## src/logic/cpuPkg.sv

```systemverilog
package cpuPkg;

	////////////////////////////////////////////////////////////
	// Widths and sizes
	////////////////////////////////////////////////////////////
	localparam int dataWidth    = 32;
	localparam int addrWidth    = 8;
	localparam int regAddrWidth = 5;
	localparam int memDepth     = 256;

	// Primary opcodes
	localparam logic [5:0] opR     = 6'h00;
	localparam logic [5:0] opJ     = 6'h02;
	localparam logic [5:0] opBeq   = 6'h04;
	localparam logic [5:0] opBne   = 6'h05;
	localparam logic [5:0] opAddiu = 6'h09;
	localparam logic [5:0] opSlti  = 6'h0A;
	localparam logic [5:0] opAndi  = 6'h0C;
	localparam logic [5:0] opOri   = 6'h0D;
	localparam logic [5:0] opXori  = 6'h0E;
	localparam logic [5:0] opLui   = 6'h0F;
	localparam logic [5:0] opLw    = 6'h23;
	localparam logic [5:0] opSw    = 6'h2B;
	localparam logic [5:0] opHalt  = 6'h3F;

	// R-type function codes
	localparam logic [5:0] fnSll  = 6'h00;
	localparam logic [5:0] fnSrl  = 6'h02;
	localparam logic [5:0] fnSra  = 6'h03;
	localparam logic [5:0] fnAddu = 6'h21;
	localparam logic [5:0] fnSubu = 6'h23;
	localparam logic [5:0] fnAnd  = 6'h24;
	localparam logic [5:0] fnOr   = 6'h25;
	localparam logic [5:0] fnXor  = 6'h26;
	localparam logic [5:0] fnNor  = 6'h27;
	localparam logic [5:0] fnSlt  = 6'h2A;

	////////////////////////////////////////////////////////////
	// Control and stage payloads
	////////////////////////////////////////////////////////////
	typedef enum logic [3:0] {
		aluAdd, aluSub, aluAnd, aluOr, aluXor,
		aluNor, aluSlt, aluSll, aluSrl, aluSra
	} aluOpT;

	// Forward source for an operand
	typedef enum logic [1:0] {
		fwdReg = 2'd0,
		fwdWb  = 2'd1,
		fwdMem = 2'd2
	} fwdSelT;

	typedef struct packed {
		logic regWrite;
		logic memToReg;
		logic memWrite;
		logic aluSrc;
		logic aluShiftImm;
		logic regDst;
		logic loadImm;
		logic halt;
		aluOpT aluOp;
	} ctrlT;

	typedef struct packed {
		logic [dataWidth-1:0] instr;
		logic [addrWidth-1:0] pcNext;
	} ifIdT;

	typedef struct packed {
		ctrlT ctrl;
		logic [dataWidth-1:0] readData1;
		logic [dataWidth-1:0] readData2;
		logic [dataWidth-1:0] imm;
		logic [regAddrWidth-1:0] rs;
		logic [regAddrWidth-1:0] rt;
		logic [regAddrWidth-1:0] rd;
		logic [regAddrWidth-1:0] sa;
	} idExT;

	typedef struct packed {
		logic regWrite;
		logic memToReg;
		logic memWrite;
		logic halt;
		logic [regAddrWidth-1:0] writeReg;
		logic [dataWidth-1:0] aluOut;
		logic [dataWidth-1:0] storeData;
	} exMemT;

	typedef struct packed {
		logic regWrite;
		logic memToReg;
		logic halt;
		logic [regAddrWidth-1:0] writeReg;
		logic [dataWidth-1:0] aluOut;
		logic [dataWidth-1:0] loadData;
	} memWbT;

endpackage

```

## src/logic/hazardUnit.sv

```systemverilog
`timescale 1ns/1ps

module hazardUnit (
	input  logic [cpuPkg::regAddrWidth-1:0] idRs,
	input  logic [cpuPkg::regAddrWidth-1:0] idRt,
	input  logic [cpuPkg::regAddrWidth-1:0] exRs,
	input  logic [cpuPkg::regAddrWidth-1:0] exRt,
	input  logic [cpuPkg::regAddrWidth-1:0] exWriteReg,
	input  logic [cpuPkg::regAddrWidth-1:0] memWriteReg,
	input  logic [cpuPkg::regAddrWidth-1:0] wbWriteReg,
	input  logic branchUse,
	input  logic exRegWrite,
	input  logic exMemToReg,
	input  logic memRegWrite,
	input  logic memMemToReg,
	input  logic wbRegWrite,
	output logic stall,
	output logic fwdBrA,
	output logic fwdBrB,
	output cpuPkg::fwdSelT fwdA,
	output cpuPkg::fwdSelT fwdB
);

	logic idUsesEx, idUsesMem, loadUse, branchEx, branchMem;

	// Memory stage result is newer, so it wins over writeback
	assign fwdA = (exRs != '0 && memRegWrite && memWriteReg == exRs) ? cpuPkg::fwdMem :
		(exRs != '0 && wbRegWrite && wbWriteReg == exRs) ? cpuPkg::fwdWb : cpuPkg::fwdReg;
	assign fwdB = (exRt != '0 && memRegWrite && memWriteReg == exRt) ? cpuPkg::fwdMem :
		(exRt != '0 && wbRegWrite && wbWriteReg == exRt) ? cpuPkg::fwdWb : cpuPkg::fwdReg;

	assign fwdBrA = idRs != '0 && memRegWrite && memWriteReg == idRs;
	assign fwdBrB = idRt != '0 && memRegWrite && memWriteReg == idRt;

	assign idUsesEx  = exWriteReg != '0 && (exWriteReg == idRs || exWriteReg == idRt);
	assign idUsesMem = memWriteReg != '0 && (memWriteReg == idRs || memWriteReg == idRt);

	// Loaded value in execute is not ready for decode
	assign loadUse   = exMemToReg && exRt != '0 && (exRt == idRs || exRt == idRt);
	assign branchEx  = branchUse && exRegWrite && idUsesEx;
	assign branchMem = branchUse && memMemToReg && idUsesMem;
	assign stall     = loadUse || branchEx || branchMem;

	// Load stalls rely on every load writing its destination
	always_comb begin
		loadWritesReg: assert final ((!exMemToReg || exRegWrite) &&
			(!memMemToReg || memRegWrite));
	end

endmodule

```

## config.mk

```make
export PLATFORM = sky130hd
export DESIGN_NAME = hazardUnit
export DESIGN_NICKNAME = d
export VERILOG_FILES = /design/src/logic/cpuPkg.sv /design/src/logic/hazardUnit.sv
export SDC_FILE = /design/constraint.sdc
export NUM_CORES = 1
export LEC_CHECK = 0
export ABC_AREA = 0
export BUFFER_PORTS_ARGS = -buffer_cell sky130_fd_sc_hd__buf_2
export CAP_MARGIN = 30
export CORE_UTILIZATION = 40
export DETAILED_ROUTE_END_ITERATION = 8
export PLACE_DENSITY = 0.77
export SYNTH_ARGS = -nofsm -noshare
export SYNTH_HDL_FRONTEND = slang
export SYNTH_SLANG_ARGS = --single-unit
```

## constraint.sdc

```tcl
create_clock -name vclk -period 3.7
set_input_delay 0.37 -clock vclk [all_inputs]
set_output_delay 0.37 -clock vclk [all_outputs]
set_load 0.05 [all_outputs]
```

# ---- Word level (Yosys, flattened, before mapping)
# Cells that the tools add are included.
dict set report op_classes {
  n_eq_ne 10
  n_mux 4
  reduce_logical 31
}
# cell n
set ops {}
lappend ops {{== test 5 bit} 10}
lappend ops {{nonzero test 5 bit} 6}
lappend ops {{logical AND 1 bit} 20}
lappend ops {{logical OR 1 bit} 5}
lappend ops {{2-to-1 mux 2 bit} 2}
lappend ops {{2-to-1 mux 1 bit} 2}
dict set report totals {
  output_inout_bits 7
  elab_cells 45
  in_bits 41
  reg_bits 0
}

# ---- Depth between registers and ports, before layout
# Gate-level depths: netlist (run 1).
dict set report depth {
  depth_word 6
  mapped_depth 6
  mapped_depth_nobuf 5
}

# ---- Worst setup path before layout (run 1)
# Ideal clock, no wire load.
dict set report synth_path {
  path_type {input to output}
  startpoint {input exRt[3] in the netlist's numbering}
  endpoint {output fwdB[0]}
  required_ns 3.330
  path_slack_ns 0.182
  arrival_time_ns 3.148
  n_path_buf 1
  path_stages 5
  path_cell_list {clkbuf_1 or4_4 nor2_1 nor4_1 nor4_1}
}
dict set report synth_between {
  elab_chain_len 5
}
# element line
set synth_lines {}
lappend synth_lines {{start: declaration} hazardUnit.sv:7} ;# input logic [cpuPkg::regAddrWidth-1:0] exRt,
lappend synth_lines {{nonzero test 5 bit} {hazardUnit.sv:29, hazardUnit.sv:30}}
lappend synth_lines {{logical AND 1 bit (2 in a row)} hazardUnit.sv:30} ;# (exRt != '0 && wbRegWrite && wbWriteReg == exRt) ? cpuPkg::fwdWb : cpuPkg::fwdReg;
lappend synth_lines {{2-to-1 mux 1 bit} hazardUnit.sv:30}
lappend synth_lines {{2-to-1 mux 2 bit *} hazardUnit.sv:29} ;# assign fwdB = (exRt != '0 && memRegWrite && memWriteReg == exRt) ? cpuPkg::fwdMem :
lappend synth_lines {{end: declaration} hazardUnit.sv:21} ;# output cpuPkg::fwdSelT fwdB
# Every way passes the cells marked *; elsewhere a longest branch is shown, timed or not.

# ---- Worst setup path in the final report (run 1)
dict set report layout_path {
  startpoint {input memWriteReg[1] in the netlist's numbering}
  endpoint {output stall}
}
dict set report layout_between {
  elab_chain_len 5
}
# element line
set layout_lines {}
lappend layout_lines {{start: declaration} hazardUnit.sv:9} ;# input logic [cpuPkg::regAddrWidth-1:0] memWriteReg,
lappend layout_lines {{== test 5 bit} hazardUnit.sv:36} ;# assign idUsesMem = memWriteReg != '0 && (memWriteReg == idRs || memWriteReg == idRt);
lappend layout_lines {{logical OR 1 bit} hazardUnit.sv:36}
lappend layout_lines {{logical AND 1 bit *} hazardUnit.sv:36}
lappend layout_lines {{logical AND 1 bit *} hazardUnit.sv:41} ;# assign branchMem = branchUse && memMemToReg && idUsesMem;
lappend layout_lines {{logical OR 1 bit *} hazardUnit.sv:42} ;# assign stall = loadUse || branchEx || branchMem;
lappend layout_lines {{end: declaration} hazardUnit.sv:17} ;# output logic stall,
# Marks and branches as above.

==> results.md, run 1 <==
- Status: finished, final reports clean
- Grt met1 use: 29.64%
- Worst hold path class: input pin to primary output
- Fin nets: 182
- Post-DR vias/cell: 5.043
- Worst EP required: 3.33 ns
- Met3 Use GR: 1.224%
- Setup bufs post-CTS: 0
- Met2 track demand over resource: 39.12%
- Starting density of the core: 45.29%
- Total GRT Usage: 21.58%
- Static Leakage: 0.3975 nW
- Setup_tns: 0 ns
- Worst path cell trace: buf_2, or4_1, o211ai_1, a21oi_1, or3_1, buf_2
- Drt drc: 0
- Resize count post-CTS: 0
- Non-Filler Instances: 163
- Global route overflow: 0
- CP most frequent cell: buf_2
- Dpl cells: 163
- Initial drt markers: 12
- Post-synth net total: 142
- Type of origin of the critical path: input pin
- GPL Wtd Cong: 0.8878
- CLK BUF: 0
- Setup ws final: 1.489 ns
- Largest net degree at the start of global routing: 7
- Tmin final: 2.211 ns
- Buffers added on ports: 48
- FP Rows: 14
- CP max-delay cell: or4_1
- Peak VDD IR: 0.00005874 V
- Ports: 48
- Pre-CTS WS: 1.482 ns
- Power Dens Cells: 118.7 nW/um2
- First-pass GRT wire length: 3346 um
- First-pass DRT Iterations: 3
- Die Ht: 44.49 um
- Via count: 822
- Area Growth Syn to Fin: 30.33%
- Initial antenna violation count: 0
- Ant diodes: 0
- Core area: 1594 um2
- Die footprint: 1979 um2
- Max-slew headroom: 75.57%
- Chip width: 44.49 um
- Busiest layer in global routing: met2
- Unrepaired setup endpoints after global routing: false
- Critical-path maximum fanout: 5
- Syn Inst Count: 101
- Hold Crit Depth: 4
- Post-CTS Hold Buffers: 0
- Syn avg cell area: 7.148 um2
- Worst-Margin Slew: 0.3631 ns
- HP Start: wbRegWrite
- Synthesized area: 721.9 um2
- Slew Viols, Final: 0
- Fin crit share: 59.77%
- Sequential-to-total area share from yosys stat: 0%
- Data arrival, critical path: 1.84 ns
- Final hold vios: 0
- Critical path class: input pin to primary output
- Fmax: 452.2 MHz
- Seq cells: 0
- Synth Warn #: 0
- Setup violators final: 0
- Synth cell types: 18
- Total Wirelength: 2015 um
- DR WL/cell: 12.36 um
- Crit end category: primary output
- Reg area: 0 um2
- Share of layout cells above drive strength 1: 35.25%
- WHS Endpoint: fwdA[0]
- Vias in the first global route: 748
- Post-route ant nets: 0
- Worst path max stage delay: 0.54 ns
- Post-DP HPWL: 1763 um
- Max-cap viol count: 0
==> synth_stat cells <==
cell	number	share of area [%]
nand3_1	6	4.2
or3_1	1	0.87
buf_2	5	3.5
a21oi_1	3	2.1
o21ai_0	2	1.4
nand4_1	4	3.5
o211ai_1	2	2.1
nor3_1	6	4.2
nand2_1	2	1.0
clkbuf_1	4	2.1
o21ai_1	1	0.69
xor2_1	22	27
nor4_1	4	3.5
or4_4	1	1.6
xnor2_1	28	34
or4_1	5	5.2
nor2_1	4	2.1
buf_6	1	1.6
==> per-layer routing <==
layer | vias to the layer above | part of all wire [%]
li1 | 423 | -
met1 | 357 | 48
met2 | 42 | 46
met3 | 0 | 6.6
met4 | 0 | 0
met5 | - | 0
==> placed cells by master, fill, tap and decap left out, types with 3 or more instances in the layout <==
cell type	n
a21oi_1	3
buf_2	48
nand3_1	6
nand4_1	4
nor2_1	4
nor3_1	6
nor4_1	4
or4_1	5
xnor2_1	28
xor2_1	22
==> power breakdown <==
group	internal, mW	switching [mW]
sequential	0	0
combinational	0.0523	0.0594
clock	0	0
==> critical path: cells and delay by family <==
kind,cells,cell delay [ns]
simple gates,2,0.85
buf+inv,2,0.37
compound gates,2,0.24
==> worst max-delay path by stage <==
stage,from,to,depth (start not counted)
floorplan,exRt[3],fwdB[0],5
global placement,exRt[1],stall,6
detailed placement,memWriteReg[1],stall,6
CTS,memWriteReg[1],stall,6
global route,exRs[1],fwdA[0],6
finish,memWriteReg[1],stall,6
==> final cells by class <==
cell class	instances	area, um2
fill	165	653.1
timing repair buffer	48	240.2
multi-input combinational	91	670.6
tap	24	30.03
==> through the flow <==
step	hold slack [ns]	total power, mW	utilization [%]	cell area, um2
floorplan	0.9652	0.07139	-	721.9
global placement	1.141	0.1088	59.03	940.9
detailed placement	1.141	0.1122	59.03	940.9
CTS	1.142	0.1126	59.03	940.9
global route	1.149	0.1229	59.03	940.9
finish	1.138	0.1117	59.03	940.9
==> kinds of logic (layout without fill, tap and decap cells) <==
logic type	Yosys count	count (layout)	synth area share, %
AO/OA/AOI/OAI	8	8	6.237
XOR/XNOR	50	50	60.66
buffers and inverters	10	48	7.104
AND/OR/NAND/NOR	33	33	26.00
No activity file was read; power rests on OpenSTA's default activity.
==> inputs of run 2 (changes only) <==
==> constraint.sdc (replaced) <==
create_clock -name vclk -period 2.2
set_input_delay 0.22 -clock vclk [all_inputs]
set_output_delay 0.22 -clock vclk [all_outputs]
set_load 0.05 [all_outputs]
==> run 2 against run 1 <==
Compared with the run above: combinational power rose by 73%; die area did not move; power rose by 73%; routed wire length rose by 0.25%; global-route usage rose by 0.92 points; largest cell class unchanged; cell count rose by 0.61%; sequential share of layout area did not move; clock-buffer cell count did not move; via count rose by 1.9%; non-clock buffer count rose by 1; utilization rose by 3.1 points.
==> results.md, run 2 (synthesis gave the netlist of run 1 again) <==
- Slew Viols, Final: 0 (unchanged)
- Data arrival, critical path: 1.73 ns (-0.11 ns)
- Unrepaired setup endpoints after global routing: false
- Buffers added on ports: 48 (unchanged)
- Initial antenna violation count: 0 (unchanged)
- FP Rows: 14 (unchanged)
- Post-DR vias/cell: 5.110 (+1.3%)
- Setup bufs post-CTS: 0 (unchanged)
- Static Leakage: 0.4052 nW (+1.9%)
- Critical-path maximum fanout: 3 (-2)
- CLK BUF: 0 (unchanged)
- DR WL/cell: 12.32 um (-0.36%)
- Fin crit share: 88.76%
- Crit end category: primary output
- Setup violators final: 0 (unchanged)
- Commonest cells after routing, fill and taps aside: buf_2, xnor2_1, xor2_1
- First-pass GRT wire length: 3491 um (+4.3%)
- Max-slew headroom: 73.25% (-2.3 points)
- Total GRT Usage: 22.50% (+0.92 points)
- WHS: 0.8827 ns (-0.2554 ns)
- Fin nets: 183 (+0.55%)
- Seq cells: 0 (unchanged)
- Ports: 48 (unchanged)
- DR WL met3: 42 um (-68%)
- Vias in the first global route: 816 (+9.1%)
- Area Growth Syn to Fin: 37.26%
- GPL Wtd Cong: 0.8341 (-6.0%)
- Drt drc: 0 (unchanged)
- Reg area: 0 um2 (unchanged)
- Critical path class: input pin to primary output
- Status: finished, final reports clean
- Ant diodes: 0 (unchanged)
- Share of layout cells above drive strength 1: 38.57% (+3.3 points)
- Resize count post-CTS: 0 (unchanged)
- Worst hold path class: input pin to primary output
- Starting density of the core: 45.29% (unchanged)
- Type of origin of the critical path: input pin
- Max-cap viol count: 0 (unchanged)
- Peak VDD IR: 0.00009029 V (+54%)
- Die footprint: 1979 um2 (unchanged)
- Largest net degree at the start of global routing: 7 (unchanged)
- Commonest non-fill, non-tap cell in the layout: buf_2
- Post-route ant nets: 0 (unchanged)
- Post-CTS Hold Buffers: 0 (unchanged)
- Worst EP required: 1.98 ns (-1.35 ns)
- Die Ht: 44.49 um (unchanged)
- Initial drt markers: 7 (-5)
- Global route overflow: 0 (unchanged)
- Worst-Margin Slew: 0.3980 ns (+0.03483 ns)
- Power Dens Cells: 195.5 nW/um2 (+65%)
- First-pass DRT Iterations: 4 (+1)
- Via count: 838 (+1.9%)
- Fmax: 512.1 MHz
- Final hold vios: 0 (unchanged)
- Met2 WL post-DR: 1078 um (+17%)
- Setup_tns: 0 ns (unchanged)
- Post-DP HPWL: 1779 um (+0.92%)
- Highest Signal Layer: met3
- Total Wirelength: 2020 um (+0.25%)
- Tmin final: 1.953 ns
- Post-Route M1 WL: 899 um (-6.2%)
- Core area: 1594 um2 (unchanged)
- Chip width: 44.49 um (unchanged)
-- run 2: layout make-up --
| cell class | count | area [um2] |
|---|---|---|
| fillers | 169 | 603.1 |
| well taps | 24 | 30.03 |
| repair buffers | 49 | 247.7 |
| multi-input cells | 91 | 713.2 |
-- run 2: path summary, 6_finish.rpt --
path,from,end,slack [ns],depth (start not counted)
setup / recovery,exRs[1],fwdA[0],0.25,6
hold / removal,memRegWrite,fwdBrB,0.88,4
-- run 2: through the flow --
step | area (um2) | setup slack, ns | std cells | power (mW) | utilization [%]
after global routing | 991.0 | 0.1145 | 164 | 0.2127 | 62.17
after detailed placement | 991.0 | 0.2378 | 164 | 0.1939 | 62.17
after global placement | 991.0 | 0.2582 | 164 | 0.1900 | 62.17
after floorplan | 764.5 | -0.08559 | 101 | 0.1258 | -
after CTS | 991.0 | 0.2378 | 164 | 0.1945 | 62.17
final | 991.0 | 0.2472 | 164 | 0.1938 | 62.17
-- run 2: critical path, stage by stage --
cell and delay [ns]:
buf_2 0.12, or4_1 0.50, nor2_1 0.24, nor4_2 0.12, nor4_4 0.24, buf_2 0.29
-- run 2: layer usage --
layer  up-vias  GRT usage (%)
li1        423              -
met1       396          30.12
met2        19          42.06
met3         0              0
met4         0          1.212
met5         -              0
-- run 2: power breakdown --
part           switching, mW  leakage (nW)  internal, mW  total, mW
Combinational          0.104         0.405        0.0894      0.194
Clock                      0             0             0          0
Sequential                 0             0             0          0
Total                  0.104         0.405        0.0894      0.194
